`src/hw/core_pkg.sv`:
```
// Core-wide constants
// Data width default, register count, index width and ALU operation codes

`default_nettype none

package core_pkg;

  // Data path width used unless the top level overrides it
  localparam int xlen_default = 32;

  // Architectural register file
  localparam int num_regs  = 32;
  localparam int reg_idx_w = 5;

  // ALU operation encoding
  localparam int alu_op_w = 4;

  localparam logic [alu_op_w-1:0] alu_add  = 4'd0;
  localparam logic [alu_op_w-1:0] alu_sub  = 4'd1;
  localparam logic [alu_op_w-1:0] alu_and  = 4'd2;
  localparam logic [alu_op_w-1:0] alu_or   = 4'd3;
  localparam logic [alu_op_w-1:0] alu_xor  = 4'd4;
  localparam logic [alu_op_w-1:0] alu_sll  = 4'd5;
  localparam logic [alu_op_w-1:0] alu_srl  = 4'd6;
  localparam logic [alu_op_w-1:0] alu_sra  = 4'd7;
  localparam logic [alu_op_w-1:0] alu_slt  = 4'd8;
  localparam logic [alu_op_w-1:0] alu_sltu = 4'd9;

endpackage

`default_nettype wire

```
`src/hw/isa_pkg.sv`:
```
// RV32 integer ALU instruction encoding
// Opcodes, funct3 values, alt bit and the R/I instruction union

`default_nettype none

package isa_pkg;

  // Register-register and register-immediate ALU opcodes
  localparam logic [6:0] opc_op     = 7'b0110011;
  localparam logic [6:0] opc_op_imm = 7'b0010011;

  // funct3 groups
  localparam logic [2:0] f3_add_sub = 3'b000;
  localparam logic [2:0] f3_sll     = 3'b001;
  localparam logic [2:0] f3_slt     = 3'b010;
  localparam logic [2:0] f3_sltu    = 3'b011;
  localparam logic [2:0] f3_xor     = 3'b100;
  localparam logic [2:0] f3_srl_sra = 3'b101;
  localparam logic [2:0] f3_or      = 3'b110;
  localparam logic [2:0] f3_and     = 3'b111;

  // funct7 bit that turns add into sub and srl into sra (instr[30])
  localparam int alt_bit = 5;

  typedef struct packed {
    logic [6:0] funct7;
    logic [4:0] rs2;
    logic [4:0] rs1;
    logic [2:0] funct3;
    logic [4:0] rd;
    logic [6:0] opcode;
  } instr_r_t;

  typedef struct packed {
    logic [11:0] imm;
    logic [4:0]  rs1;
    logic [2:0]  funct3;
    logic [4:0]  rd;
    logic [6:0]  opcode;
  } instr_i_t;

  // Same 32-bit word, seen as R or I format
  typedef union packed {
    instr_r_t r;
    instr_i_t i;
  } instr_u;

endpackage

`default_nettype wire

```
`src/hw/stage_if.sv`:
```
// Pipeline interfaces
// issue_if carries decoded operands from decode to execute
// rf_read_if carries register-file reads between decode and the result stage

`default_nettype none

interface issue_if #(
  parameter int XLEN = core_pkg::xlen_default
);
  import core_pkg::*;

  logic                 valid;
  logic [alu_op_w-1:0]  alu_op;
  logic [reg_idx_w-1:0] rd;
  logic [reg_idx_w-1:0] rs1;
  logic [reg_idx_w-1:0] rs2;
  logic [XLEN-1:0]      op_a;
  // Holds the sign-extended immediate when use_imm is set
  logic [XLEN-1:0]      op_b;
  logic                 use_imm;

  modport decode (
    output valid, alu_op, rd, rs1, rs2, op_a, op_b, use_imm
  );

  modport execute (
    input valid, alu_op, rd, rs1, rs2, op_a, op_b, use_imm
  );

endinterface

interface rf_read_if #(
  parameter int XLEN = core_pkg::xlen_default
);
  import core_pkg::*;

  logic [reg_idx_w-1:0] rs1_idx;
  logic [reg_idx_w-1:0] rs2_idx;
  logic [XLEN-1:0]      rs1_data;
  logic [XLEN-1:0]      rs2_data;

  modport decode (
    output rs1_idx, rs2_idx,
    input  rs1_data, rs2_data
  );

  // Data returned combinationally
  modport result (
    input  rs1_idx, rs2_idx,
    output rs1_data, rs2_data
  );

endinterface

`default_nettype wire

```
`src/hw/decode_stage.sv`:
```
// Decode stage
// Instruction capture, opcode and funct decode to ALU code,
// immediate sign extension, register read and the issue register

`default_nettype none

module decode_stage #(
  parameter int XLEN = core_pkg::xlen_default
) (
  input  logic            clk,
  input  logic            rst_n,
  input  logic            instr_valid,
  input  isa_pkg::instr_u instr,
  issue_if.decode         iss,
  rf_read_if.decode       rf
);
  import core_pkg::*;
  import isa_pkg::*;

  logic                in_valid;
  instr_u              in_word;
  logic                is_op;
  logic                is_op_imm;
  logic                alt;
  logic                dec_valid;
  logic [alu_op_w-1:0] dec_op;
  logic [XLEN-1:0]     imm_ext;

  // Strobe capture
  always_ff @(posedge clk or negedge rst_n)
  begin
    if (!rst_n)
      in_valid <= 1'b0;
    else
      in_valid <= instr_valid;
  end

  always_ff @(posedge clk)
  begin
    in_word <= instr;
  end

  assign is_op     = (in_word.r.opcode == opc_op);
  assign is_op_imm = (in_word.i.opcode == opc_op_imm);

  // Same bit as imm[10] in the I view, so srai is selected here too
  assign alt = in_word.r.funct7[alt_bit];

  always_comb
  begin
    case (in_word.r.funct3)
      f3_add_sub: dec_op = (is_op && alt) ? alu_sub : alu_add;
      f3_sll:     dec_op = alu_sll;
      f3_slt:     dec_op = alu_slt;
      f3_sltu:    dec_op = alu_sltu;
      f3_xor:     dec_op = alu_xor;
      f3_srl_sra: dec_op = alt ? alu_sra : alu_srl;
      f3_or:      dec_op = alu_or;
      f3_and:     dec_op = alu_and;
      default:    dec_op = alu_add;
    endcase
  end

  assign imm_ext = {{(XLEN-12){in_word.i.imm[11]}}, in_word.i.imm};

  // Only ALU opcodes with a real destination ever write back
  assign dec_valid = in_valid && (is_op || is_op_imm) && (in_word.r.rd != '0);

  // Read ports, write-through already applied by the register file
  assign rf.rs1_idx = in_word.r.rs1;
  assign rf.rs2_idx = in_word.r.rs2;

  // Issue register
  always_ff @(posedge clk or negedge rst_n)
  begin
    if (!rst_n)
      iss.valid <= 1'b0;
    else
      iss.valid <= dec_valid;
  end

  always_ff @(posedge clk)
  begin
    iss.alu_op  <= dec_op;
    iss.rd      <= in_word.r.rd;
    iss.rs1     <= in_word.r.rs1;
    iss.rs2     <= in_word.r.rs2;
    iss.op_a    <= rf.rs1_data;
    iss.op_b    <= is_op_imm ? imm_ext : rf.rs2_data;
    iss.use_imm <= is_op_imm;
  end

endmodule

`default_nettype wire

```
`src/hw/execute_stage.sv`:
```
// Execute stage
// Operand forwarding from the execute and write-back registers,
// the integer ALU and the execute result register

`default_nettype none

module execute_stage #(
  parameter int XLEN = core_pkg::xlen_default
) (
  input  logic                          clk,
  input  logic                          rst_n,
  issue_if.execute                      iss,
  input  logic                          wb_valid,
  input  logic [core_pkg::reg_idx_w-1:0] wb_idx,
  input  logic [XLEN-1:0]               wb_data,
  output logic                          ex_valid,
  output logic [core_pkg::reg_idx_w-1:0] ex_rd,
  output logic [XLEN-1:0]               ex_result
);
  import core_pkg::*;

  localparam int shamt_w = $clog2(XLEN);

  logic [XLEN-1:0]    opnd_a;
  logic [XLEN-1:0]    opnd_b;
  logic [shamt_w-1:0] shamt;
  logic               lt_s;
  logic               lt_u;
  logic [XLEN-1:0]    alu_out;

  // Youngest older producer wins: execute register, then write-back
  always_comb
  begin
    if (ex_valid && (ex_rd == iss.rs1))
      opnd_a = ex_result;
    else if (wb_valid && (wb_idx == iss.rs1))
      opnd_a = wb_data;
    else
      opnd_a = iss.op_a;
  end

  // Immediate operand is never replaced
  always_comb
  begin
    if (iss.use_imm)
      opnd_b = iss.op_b;
    else if (ex_valid && (ex_rd == iss.rs2))
      opnd_b = ex_result;
    else if (wb_valid && (wb_idx == iss.rs2))
      opnd_b = wb_data;
    else
      opnd_b = iss.op_b;
  end

  assign shamt = opnd_b[shamt_w-1:0];
  assign lt_s  = $signed(opnd_a) < $signed(opnd_b);
  assign lt_u  = opnd_a < opnd_b;

  always_comb
  begin
    case (iss.alu_op)
      alu_add:  alu_out = opnd_a + opnd_b;
      alu_sub:  alu_out = opnd_a - opnd_b;
      alu_and:  alu_out = opnd_a & opnd_b;
      alu_or:   alu_out = opnd_a | opnd_b;
      alu_xor:  alu_out = opnd_a ^ opnd_b;
      alu_sll:  alu_out = opnd_a << shamt;
      alu_srl:  alu_out = opnd_a >> shamt;
      alu_sra:  alu_out = $signed(opnd_a) >>> shamt;
      alu_slt:  alu_out = {{(XLEN-1){1'b0}}, lt_s};
      alu_sltu: alu_out = {{(XLEN-1){1'b0}}, lt_u};
      default:  alu_out = '0;
    endcase
  end

  // Result register
  always_ff @(posedge clk or negedge rst_n)
  begin
    if (!rst_n)
      ex_valid <= 1'b0;
    else
      ex_valid <= iss.valid;
  end

  always_ff @(posedge clk)
  begin
    ex_rd     <= iss.rd;
    ex_result <= alu_out;
  end

endmodule

`default_nettype wire

```
`src/hw/pipe_core.sv`:
```
// Three-stage integer pipeline top level
// Decode, execute and result stages joined by the stage interfaces

`default_nettype none

module pipe_core #(
  parameter int XLEN = core_pkg::xlen_default
) (
  input  logic                          clk,
  input  logic                          rst_n,
  input  logic                          instr_valid,
  input  logic [31:0]                   instr,
  output logic                          wb_valid,
  output logic [core_pkg::reg_idx_w-1:0] wb_idx,
  output logic [XLEN-1:0]               wb_data
);

  // Execute to result
  logic                          ex_valid;
  logic [core_pkg::reg_idx_w-1:0] ex_rd;
  logic [XLEN-1:0]               ex_result;

  issue_if   #(.XLEN(XLEN)) iss_bus ();
  rf_read_if #(.XLEN(XLEN)) rf_bus ();

  decode_stage #(.XLEN(XLEN)) u_decode (
    .clk         (clk),
    .rst_n       (rst_n),
    .instr_valid (instr_valid),
    .instr       (instr),
    .iss         (iss_bus.decode),
    .rf          (rf_bus.decode)
  );

  // Write-back also feeds the forwarding path
  execute_stage #(.XLEN(XLEN)) u_execute (
    .clk       (clk),
    .rst_n     (rst_n),
    .iss       (iss_bus.execute),
    .wb_valid  (wb_valid),
    .wb_idx    (wb_idx),
    .wb_data   (wb_data),
    .ex_valid  (ex_valid),
    .ex_rd     (ex_rd),
    .ex_result (ex_result)
  );

  result_stage #(.XLEN(XLEN)) u_result (
    .clk       (clk),
    .rst_n     (rst_n),
    .ex_valid  (ex_valid),
    .ex_rd     (ex_rd),
    .ex_result (ex_result),
    .rf        (rf_bus.result),
    .wb_valid  (wb_valid),
    .wb_idx    (wb_idx),
    .wb_data   (wb_data)
  );

endmodule

`default_nettype wire

```
`src/hw/result_stage.sv`:
```
// Result stage
// Write-back register and the architectural register file,
// with write-through of the pending write-back on both read ports

`default_nettype none

module result_stage #(
  parameter int XLEN = core_pkg::xlen_default
) (
  input  logic                          clk,
  input  logic                          rst_n,
  input  logic                          ex_valid,
  input  logic [core_pkg::reg_idx_w-1:0] ex_rd,
  input  logic [XLEN-1:0]               ex_result,
  rf_read_if.result                     rf,
  output logic                          wb_valid,
  output logic [core_pkg::reg_idx_w-1:0] wb_idx,
  output logic [XLEN-1:0]               wb_data
);
  import core_pkg::*;

  logic [XLEN-1:0] regs [num_regs];
  logic            hit_rs1;
  logic            hit_rs2;

  // Write-back register
  always_ff @(posedge clk or negedge rst_n)
  begin
    if (!rst_n)
      wb_valid <= 1'b0;
    else
      wb_valid <= ex_valid;
  end

  always_ff @(posedge clk)
  begin
    wb_idx  <= ex_rd;
    wb_data <= ex_result;
  end

  // Register file, all zero after reset
  // x0 stays zero since decode never issues rd == 0
  always_ff @(posedge clk or negedge rst_n)
  begin
    if (!rst_n)
    begin
      for (int i = 0; i < num_regs; i++)
        regs[i] <= '0;
    end
    else if (wb_valid)
    begin
      regs[wb_idx] <= wb_data;
    end
  end

  // The entry being written this cycle is returned directly
  assign hit_rs1 = wb_valid && (wb_idx == rf.rs1_idx);
  assign hit_rs2 = wb_valid && (wb_idx == rf.rs2_idx);

  assign rf.rs1_data = hit_rs1 ? wb_data : regs[rf.rs1_idx];
  assign rf.rs2_data = hit_rs2 ? wb_data : regs[rf.rs2_idx];

endmodule

`default_nettype wire

```
`config.mk`:
```
export PLATFORM = sky130hd
export DESIGN_NAME = pipe_core
export DESIGN_NICKNAME = d
export VERILOG_FILES = /design/src/hw/core_pkg.sv /design/src/hw/isa_pkg.sv /design/src/hw/stage_if.sv /design/src/hw/decode_stage.sv /design/src/hw/execute_stage.sv /design/src/hw/pipe_core.sv /design/src/hw/result_stage.sv
export SDC_FILE = /design/constraint.sdc
export NUM_CORES = 2
export LEC_CHECK = 0
export BUFFER_PORTS_ARGS = -buffer_cell sky130_fd_sc_hd__buf_2
export CAP_MARGIN = 15
export CORE_MARGIN = 2
export CORE_UTILIZATION = 35
export CTS_BUF_LIST = sky130_fd_sc_hd__clkbuf_4 sky130_fd_sc_hd__clkbuf_8
export CTS_CLUSTER_DIAMETER = 50
export DETAILED_ROUTE_END_ITERATION = 10
export SETUP_SLACK_MARGIN = 0.15
export SLEW_MARGIN = 30
export SYNTH_ARGS = -nofsm -noshare
export SYNTH_HDL_FRONTEND = slang
export SYNTH_SLANG_ARGS = --single-unit
```
`constraint.sdc`:
```
create_clock -name clk -period 16.4 [get_ports clk]
set_clock_uncertainty 0.15 [all_clocks]
set_input_delay 3.28 -clock clk [delete_from_list [all_inputs] [get_ports clk]]
set_output_delay 3.28 -clock clk [all_outputs]
set_load 0.01 [all_outputs]
```
# --- Word level (Yosys, flattened, before mapping) ---
# Index checks and enable logic that the tools add are counted.
word_totals:
  register_bits: 1218
  inputBits: 35
  output_inout_bits: 38
  wordCells: 124
classes:
  add_sub_neg: 2
  n_lt_le_gt_ge: 6
  eq_ne: 24
  n_shift: 3
  muxes: 21
  bitwise: 6
  reduce_logical: 14
op_table:
  columns: ["cell", "n"]
  rows:
  - ["bitwise mux 1024 bit", 1]
  - ["2-to-1 mux 32 bit", 13]
  - ["binary-select mux 32 bit (select 5 bit)", 2]
  - ["one-hot mux 32 bit (10 select lines)", 1]
  - ["demux 32 bit (select 5 bit)", 1]
  - ["less-than comparator 32 bit", 2]
  - ["adder 32 bit", 1]
  - ["bitwise AND 32 bit", 1]
  - ["bitwise OR 32 bit", 1]
  - ["one-hot mux 4 bit (8 select lines)", 1]
  - ["left shift 32 x 5 -> 32 bit", 1]
  - [">> shifter 32 x 5 -> 32 bit", 1]
  - [">>> shifter 32 x 5 -> 32 bit", 1]
  - ["subtractor 32 bit", 1]
  - ["bitwise XOR 32 bit", 1]
  - ["equality test 5 bit", 6]
  - ["greater-or-equal comparator 6 bit, second input constant", 3]
  - ["inverter 5 -> 6 bit", 3]
  - ["equality test 4 x 3 -> 1 bit, second input constant", 4]
  - ["equality test 3 bit, second input constant", 4]
  - ["logical AND 1 bit", 10]
  - ["equality test 4 x 2 -> 1 bit, second input constant", 2]
  - ["equality test 4 bit, second input constant", 2]
  - ["equality test 7 x 5 -> 1 bit, second input constant", 1]
  - ["other kinds (10)", 12]

# --- Depth between registers and ports, before layout ---
logic_depth:
  depth_word: 7
  ltp_mapped: 24
  mapped_depth_nobuf: 19

# --- Cells and area by module ---
# A second synthesis with hierarchy kept.
unflattened:
  cells_unflattened: 6292
  area_unflattened_um2: 71631.2
by_module_without_submodules:
  columns: ["mod", "n_inst", "cells_each", "area_per_inst_um2", "seq_area_each_um2"]
  rows:
  - ["result_stage", 1, 4484, 57596.5, 26390.3]
  - ["execute_stage", 1, 1623, 11125.7, 765.7]
  - ["decode_stage", 1, 185, 2909.0, 2372.3]

# --- Worst setup path before layout ---
# OpenSTA, ideal clock, no wires.
synth_timing:
  path_kind: "register -> register"
  start: "reg u_execute.ex_rd[0] (netlist bit)"
  end: "reg u_execute.ex_result[31]"
  setup_time_ps: 134
  arrival_ps: 5836
  t_required_ps: 16116
  slack_ps: 10280
  path_stages_with_launch: 23
  n_path_buf: 6
  period_less_slack_ps: 6120
  path_cell_list: "dfxtp_1 -> xnor2_1 -> nand4_1 -> or2_1 -> clkbuf_1 -> clkbuf_1 -> o22a_1 -> o22ai_1 -> clkbuf_1 -> buf_1 -> buf_1 -> ha_1 -> clkbuf_1 -> or4_1 -> a32oi_1 -> and2_1 -> a21oi_1 -> o41ai_1 -> a311oi_1 -> o41ai_1 -> or3_1 -> a21oi_1 -> or4_1"
synth_via:
  elab_chain_len: 6
  elab_cells_between_ends: 16
  classes_between: "2 x add/sub; 2 x eq/ne; 3 x shift; 4 x mux; 3 x bitwise; 2 x reduce/logical"
synth_rtl:
  columns: ["element", "line_no", "text"]
  rows:
  - ["from (decl)", "execute_stage.sv:17", "output logic [core_pkg::reg_idx_w-1:0] ex_rd,"]
  - ["from (signal assigned)", "execute_stage.sv:87", "ex_rd <= iss.rd;"]
  - ["equality test 5 bit", "execute_stage.sv:47", "else if (ex_valid && (ex_rd == iss.rs2))"]
  - ["logical AND 1 bit", "execute_stage.sv:47", null]
  - ["2-to-1 mux 32 bit", "execute_stage.sv:47", null]
  - ["2-to-1 mux 32 bit", "execute_stage.sv:45", "if (iss.use_imm)"]
  - ["subtractor 32 bit, or another cell as far along", "execute_stage.sv:63", "alu_sub: alu_out = opnd_a - opnd_b;"]
  - ["one-hot mux 32 bit (10 select lines) *", "execute_stage.sv:61", "case (iss.alu_op)"]
  - ["to (signal assigned)", "execute_stage.sv:88", "ex_result <= alu_out;"]
  - ["to (decl)", "execute_stage.sv:18", "output logic [XLEN-1:0] ex_result"]
# Mark *: on every way between the ends. The rest lies on a longest branch, timed or not.
# A chain may end at the register's enable or synchronous reset.

# --- Worst setup path after layout ---
layout_timing:
  start: "reg u_result.wb_idx[4] (netlist bit)"
  end: "reg u_execute.ex_result[29]"
layout_via:
  elab_chain_len: 7
  elab_cells_between_ends: 18
  classes_between: "2 x add/sub; 2 x eq/ne; 3 x shift; 6 x mux; 3 x bitwise; 2 x reduce/logical"
layout_rtl:
  columns: ["element", "line_no", "text"]
  rows:
  - ["from (decl)", "result_stage.sv:17", "output logic [core_pkg::reg_idx_w-1:0] wb_idx,"]
  - ["from (signal assigned)", "result_stage.sv:37", "wb_idx <= ex_rd;"]
  - ["equality test 5 bit", "execute_stage.sv:49", "else if (wb_valid && (wb_idx == iss.rs2))"]
  - ["logical AND 1 bit", "execute_stage.sv:49", null]
  - ["2-to-1 mux 32 bit", "execute_stage.sv:49", null]
  - ["2-to-1 mux 32 bit", "execute_stage.sv:47", null]
  - ["2-to-1 mux 32 bit", "execute_stage.sv:45", null]
  - ["subtractor 32 bit, or another cell as far along", "execute_stage.sv:63", null]
  - ["one-hot mux 32 bit (10 select lines) *", "execute_stage.sv:61", null]
# Marked as above.

==> metrics.json <==
{
  "timing_worst_setup_path_type": "register to register",
  "routed_wire_length_per_instance_um": 29.8,
  "cts_max_level": 4,
  "post_synth_inst_count": 5245,
  "io_buffer_count": 72,
  "crit_path_top_delay_cell": "sky130_fd_sc_hd__buf_4",
  "timing.hold.worst.class": "register to register",
  "via_count": 48100,
  "grt_max_degree": 183,
  "maxClockFrequency_mhz": 135,
  "critical_path_data_required_time_ns": 17.09,
  "fillerInstances": 18600,
  "synth_sequential_area_ratio_pct": 42.6,
  "maxCapViolations": 0,
  "flow.area_growth_from_synthesis_pct": 11.5,
  "drt_first_pass_iters": 5,
  "synth_seq_cells": 1218,
  "floorplan.initialDensity_pct": 35.1,
  "dp_hpwl_um": 142000,
  "synth.cell_area_sq_mm": 0.0692,
  "placement_rows": 163,
  "cpPeakStageDelay_ns": 0.71,
  "maximum_fanout_along_the_worst_path": 69,
  "root_buffer": "sky130_fd_sc_hd__clkbuf_8",
  "maxSlewViolCount": 0,
  "numCtsBuffers": 204,
  "design_area_sq_mm": 0.0772,
  "met2RoutedLength_um": 110000,
  "first_pass_grt_wire_length_um": 347000,
  "final_layout_size_suffix_gt1_share_pct": 44.1,
  "power_frac_clock_pct": 46.7,
  "syn_avg_cell_area_sq_um": 13.2,
  "worstPathArrival_ns": 8.10,
  "power.switching_fraction_pct": 24.8,
  "final_hold_violation_count": 0,
  "p_int_mw": 4.77,
  "viasPerCell": 6.05,
  "crit_chain": "xor2_1, nor4_4, o2bb2ai_4, buf_4, o221a_4, buf_4, inv_2, ha_1, a211oi_1, or4_1, a32oi_1, and2_1, a21oi_1, o41ai_1, buf_4, a311oi_1, o41ai_1, a211oi_1, a31oi_1, a211o_1",
  "die_area_sq_mm": 0.201,
  "total_setup_buffers_inserted_after_cts": 0,
  "worst_setup_path_end_kind": "register",
  "power_per_cell_area_mw_per_mm2": 82.1,
  "synthesized_nets": 5377,
  "cts-resized-gates": 0,
  "status": "complete, no violations",
  "fin_crit_period_ns": 7.41,
  "chipHeight_um": 449,
  "drt-initial-drc-count": 5400,
  "dpl_cell_area_sq_mm": 0.0725,
  "tightest_slew_ns": 1.08,
  "worst_setup_hold_path_clk_slew_ns": 0.07,
  "vdd.ir_drop.worst_mv": 0.0571,
  "power.share.combinational_pct": 5.2,
  "synth-edff-count": 0,
  "tritoncts": "built",
  "post-synth-top-area-cell": "sky130_fd_sc_hd__dfrtp_1",
  "drt-total-wl_um": 237000,
  "unrepaired_setup_endpoints_after_global_routing": "no",
  "finalNetCount": 5267,
  "leakagePower_nw": 33.9,
  "finalWeightedCongestion": 0.970,
  "path_common_cell": "sky130_fd_sc_hd__buf_4",
  "min_from": "u_decode.in_word[9]",
  "synth_area_leaders": "sky130_fd_sc_hd__dfrtp_1, sky130_fd_sc_hd__mux4_2, sky130_fd_sc_hd__mux2_2, sky130_fd_sc_hd__dfxtp_1, sky130_fd_sc_hd__mux2i_1",
  "detail_route.drc_violations": 0,
  "clk_latency_ns": 0.97,
  "pin_count": 73,
  "synth_largest_type_area_fraction_pct": 37.2,
  "switching_power_mw": 1.57,
  "cts-hold-fix-buffers": 0,
  "postLayoutCoreUtil_pct": 39.2,
  "final-setup-viol-count": 0,
  "top_layer_used": "met5",
  "drt.antenna.violating_nets": 0,
  "r2r-start": "u_result.wb_idx[4]",
  "cts_num_sinks": 1218,
  "grt_use_total_pct": 23.2,
  "ys_types": 89,
  "worst_path_dominant_cell_family": "compound AO/OA/AOI/OAI gates",
  "fin_tns_setup_ns": 0,
  "synthArstFlopShare_pct": 84.4,
  "die-width_um": 449,
  "slew_headroom_pct": 27.7,
  "fp.coreArea_sq_mm": 0.197,
  "start_kind": "register",
  "grt-ovfl-total": 0,
  "power.sequential.fraction_pct": 48.1,
  "critical_path.n_buffers_inverters": 4,
  "met1_length_um": 98800,
  "synth_top_flop_cell": "sky130_fd_sc_hd__dfrtp_1",
  "grt_antenna_before_repair": 7,
  "crit_start": "u_result.wb_idx[4]",
  "period_share_pct": 45.2,
  "max-clock-path-buffers": 3,
  "ys.warnings.count": 0,
  "detailroute.wirelength.met3_um": 16800,
  "grt_pass1_vias": 48900
}
metrics by stage:
step | setup slack, ns | cells | total power, mW | hold slack, ns
after floorplan | 10.28 | 5245 | 3.28 | 0.160
after global placement | 9.28 | 7563 | 3.43 | 0.188
after detailed placement | 9.26 | 7565 | 3.43 | 0.190
after CTS | 9.25 | 7941 | 6.40 | 0.194
after global routing | 8.69 | 7946 | 6.55 | 0.196
final | 8.99 | 7947 | 6.34 | 0.188
synthesized netlist by cell type (all sizes together), types with 28 or more instances:
cell type  count
xnor2         28
o211ai        33
ha            96
mux2i        180
nand3         34
nand4         36
buf           96
nor3          62
dfxtp        190
o21ai        193
dfrtp       1028
a31oi         44
a221oi        29
clkbuf       444
nor2         212
o31ai         37
a21oi        160
nand2        207
inv          105
mux2        1014
o22a          57
mux4         641
worst paths after layout:
| check | endpoint | slack [ns] | depth (start not counted) |
|---|---|---|---|
| min reg2reg | u_decode.iss.rd[2] | 0.19 | 0 |
| max in group asynchronous | u_result.regs[891] | 11.49 | 4 |
| min | u_decode.iss.rd[2] | 0.19 | 0 |
| min in group asynchronous | u_result.regs[934] | 2.29 | 1 |
| max reg2reg | u_execute.ex_result[29] | 8.99 | 20 |
| max | u_execute.ex_result[29] | 8.99 | 20 |
worst reg2reg max path: cells and delay by family (launching register included):
kind | cells | cell delay, ns
compound gates | 11 | 3.14
buf+inv | 4 | 1.80
simple gates | 3 | 0.96
flops | 1 | 0.65
fa+ha+maj | 1 | 0.40
xor+xnor | 1 | 0.20
routing by layer:
metal	vias to the layer above	GRT usage, %
li1	19900	-
met2	2074	36.5
met5	-	0
met1	25600	31.2
met3	520	4.27
met4	2	10.4
layout make-up:
class	count	area, sq um	area share, %
antenna	2	5.00	0.00648
sequential	1218	29600	38.3
timing repair buffer	224	1730	2.24
tap	2640	3300	4.28
clock buffer	334	4120	5.33
clock inverter	42	382	0.494
multi-input combinational	3379	37700	48.8
inverter	108	408	0.529
power by group through the flow:
stage	combinational, mW	sequential, mW	clock (mW)
floorplan	0.201	3.08	0
global placement	0.326	3.11	0
detailed placement	0.328	3.11	0
CTS	0.328	3.05	3.02
global route	0.353	3.05	3.15
finish	0.330	3.05	2.96
state kept, by name, summed over array words and instances (netlist names), 32 cells and up:
register / count
u_result.wb_data: 32
u_decode.iss.op_a: 32
u_decode.in_word: 32
u_result.regs: 1024
u_execute.ex_result: 32
u_decode.iss.op_b: 32
cell usage in the layout (no fill, tap or decap), types with 17 or more instances in the layout:
| cell | instances |
|---|---|
| sky130_fd_sc_hd__inv_1 | 103 |
| sky130_fd_sc_hd__clkinv_2 | 20 |
| sky130_fd_sc_hd__buf_4 | 135 |
| sky130_fd_sc_hd__xnor2_1 | 28 |
| sky130_fd_sc_hd__o211ai_1 | 33 |
| sky130_fd_sc_hd__buf_2 | 71 |
| sky130_fd_sc_hd__mux2_2 | 1014 |
| sky130_fd_sc_hd__nor2_1 | 193 |
| sky130_fd_sc_hd__a31oi_1 | 43 |
| sky130_fd_sc_hd__ha_1 | 96 |
| sky130_fd_sc_hd__a211oi_1 | 17 |
| sky130_fd_sc_hd__a21oi_1 | 159 |
| sky130_fd_sc_hd__nand3_1 | 33 |
| sky130_fd_sc_hd__nor2_4 | 17 |
| sky130_fd_sc_hd__nor3_1 | 57 |
| sky130_fd_sc_hd__o22ai_1 | 20 |
| sky130_fd_sc_hd__nand4_1 | 36 |
| sky130_fd_sc_hd__clkbuf_8 | 257 |
| sky130_fd_sc_hd__a221oi_1 | 28 |
| sky130_fd_sc_hd__nand2_1 | 191 |
| sky130_fd_sc_hd__dfxtp_1 | 175 |
| sky130_fd_sc_hd__o22a_1 | 57 |
| sky130_fd_sc_hd__dfrtp_1 | 1028 |
| sky130_fd_sc_hd__a21o_1 | 18 |
| sky130_fd_sc_hd__o221ai_1 | 17 |
| sky130_fd_sc_hd__mux2i_1 | 180 |
| sky130_fd_sc_hd__nand2b_1 | 20 |
| sky130_fd_sc_hd__mux4_2 | 641 |
| sky130_fd_sc_hd__o21ai_0 | 193 |
| sky130_fd_sc_hd__o31ai_1 | 36 |
| sky130_fd_sc_hd__clkbuf_4 | 77 |
cell families (layout without fill, tap and decap cells):
group	Yosys count	count (layout)	synth area share [%]
muxes	1835	1835	39.9
DFF	1218	1218	42.6
AOI/OAI and AO/OA	748	748	7.19
and+or+nand+nor	662	662	4.41
buffers and inverters	648	708	3.59
adders and majority gates	97	97	1.76
xor gates and xnor gates	37	37	0.468
other	0	2	0
Power figures use the tool's default switching activity.
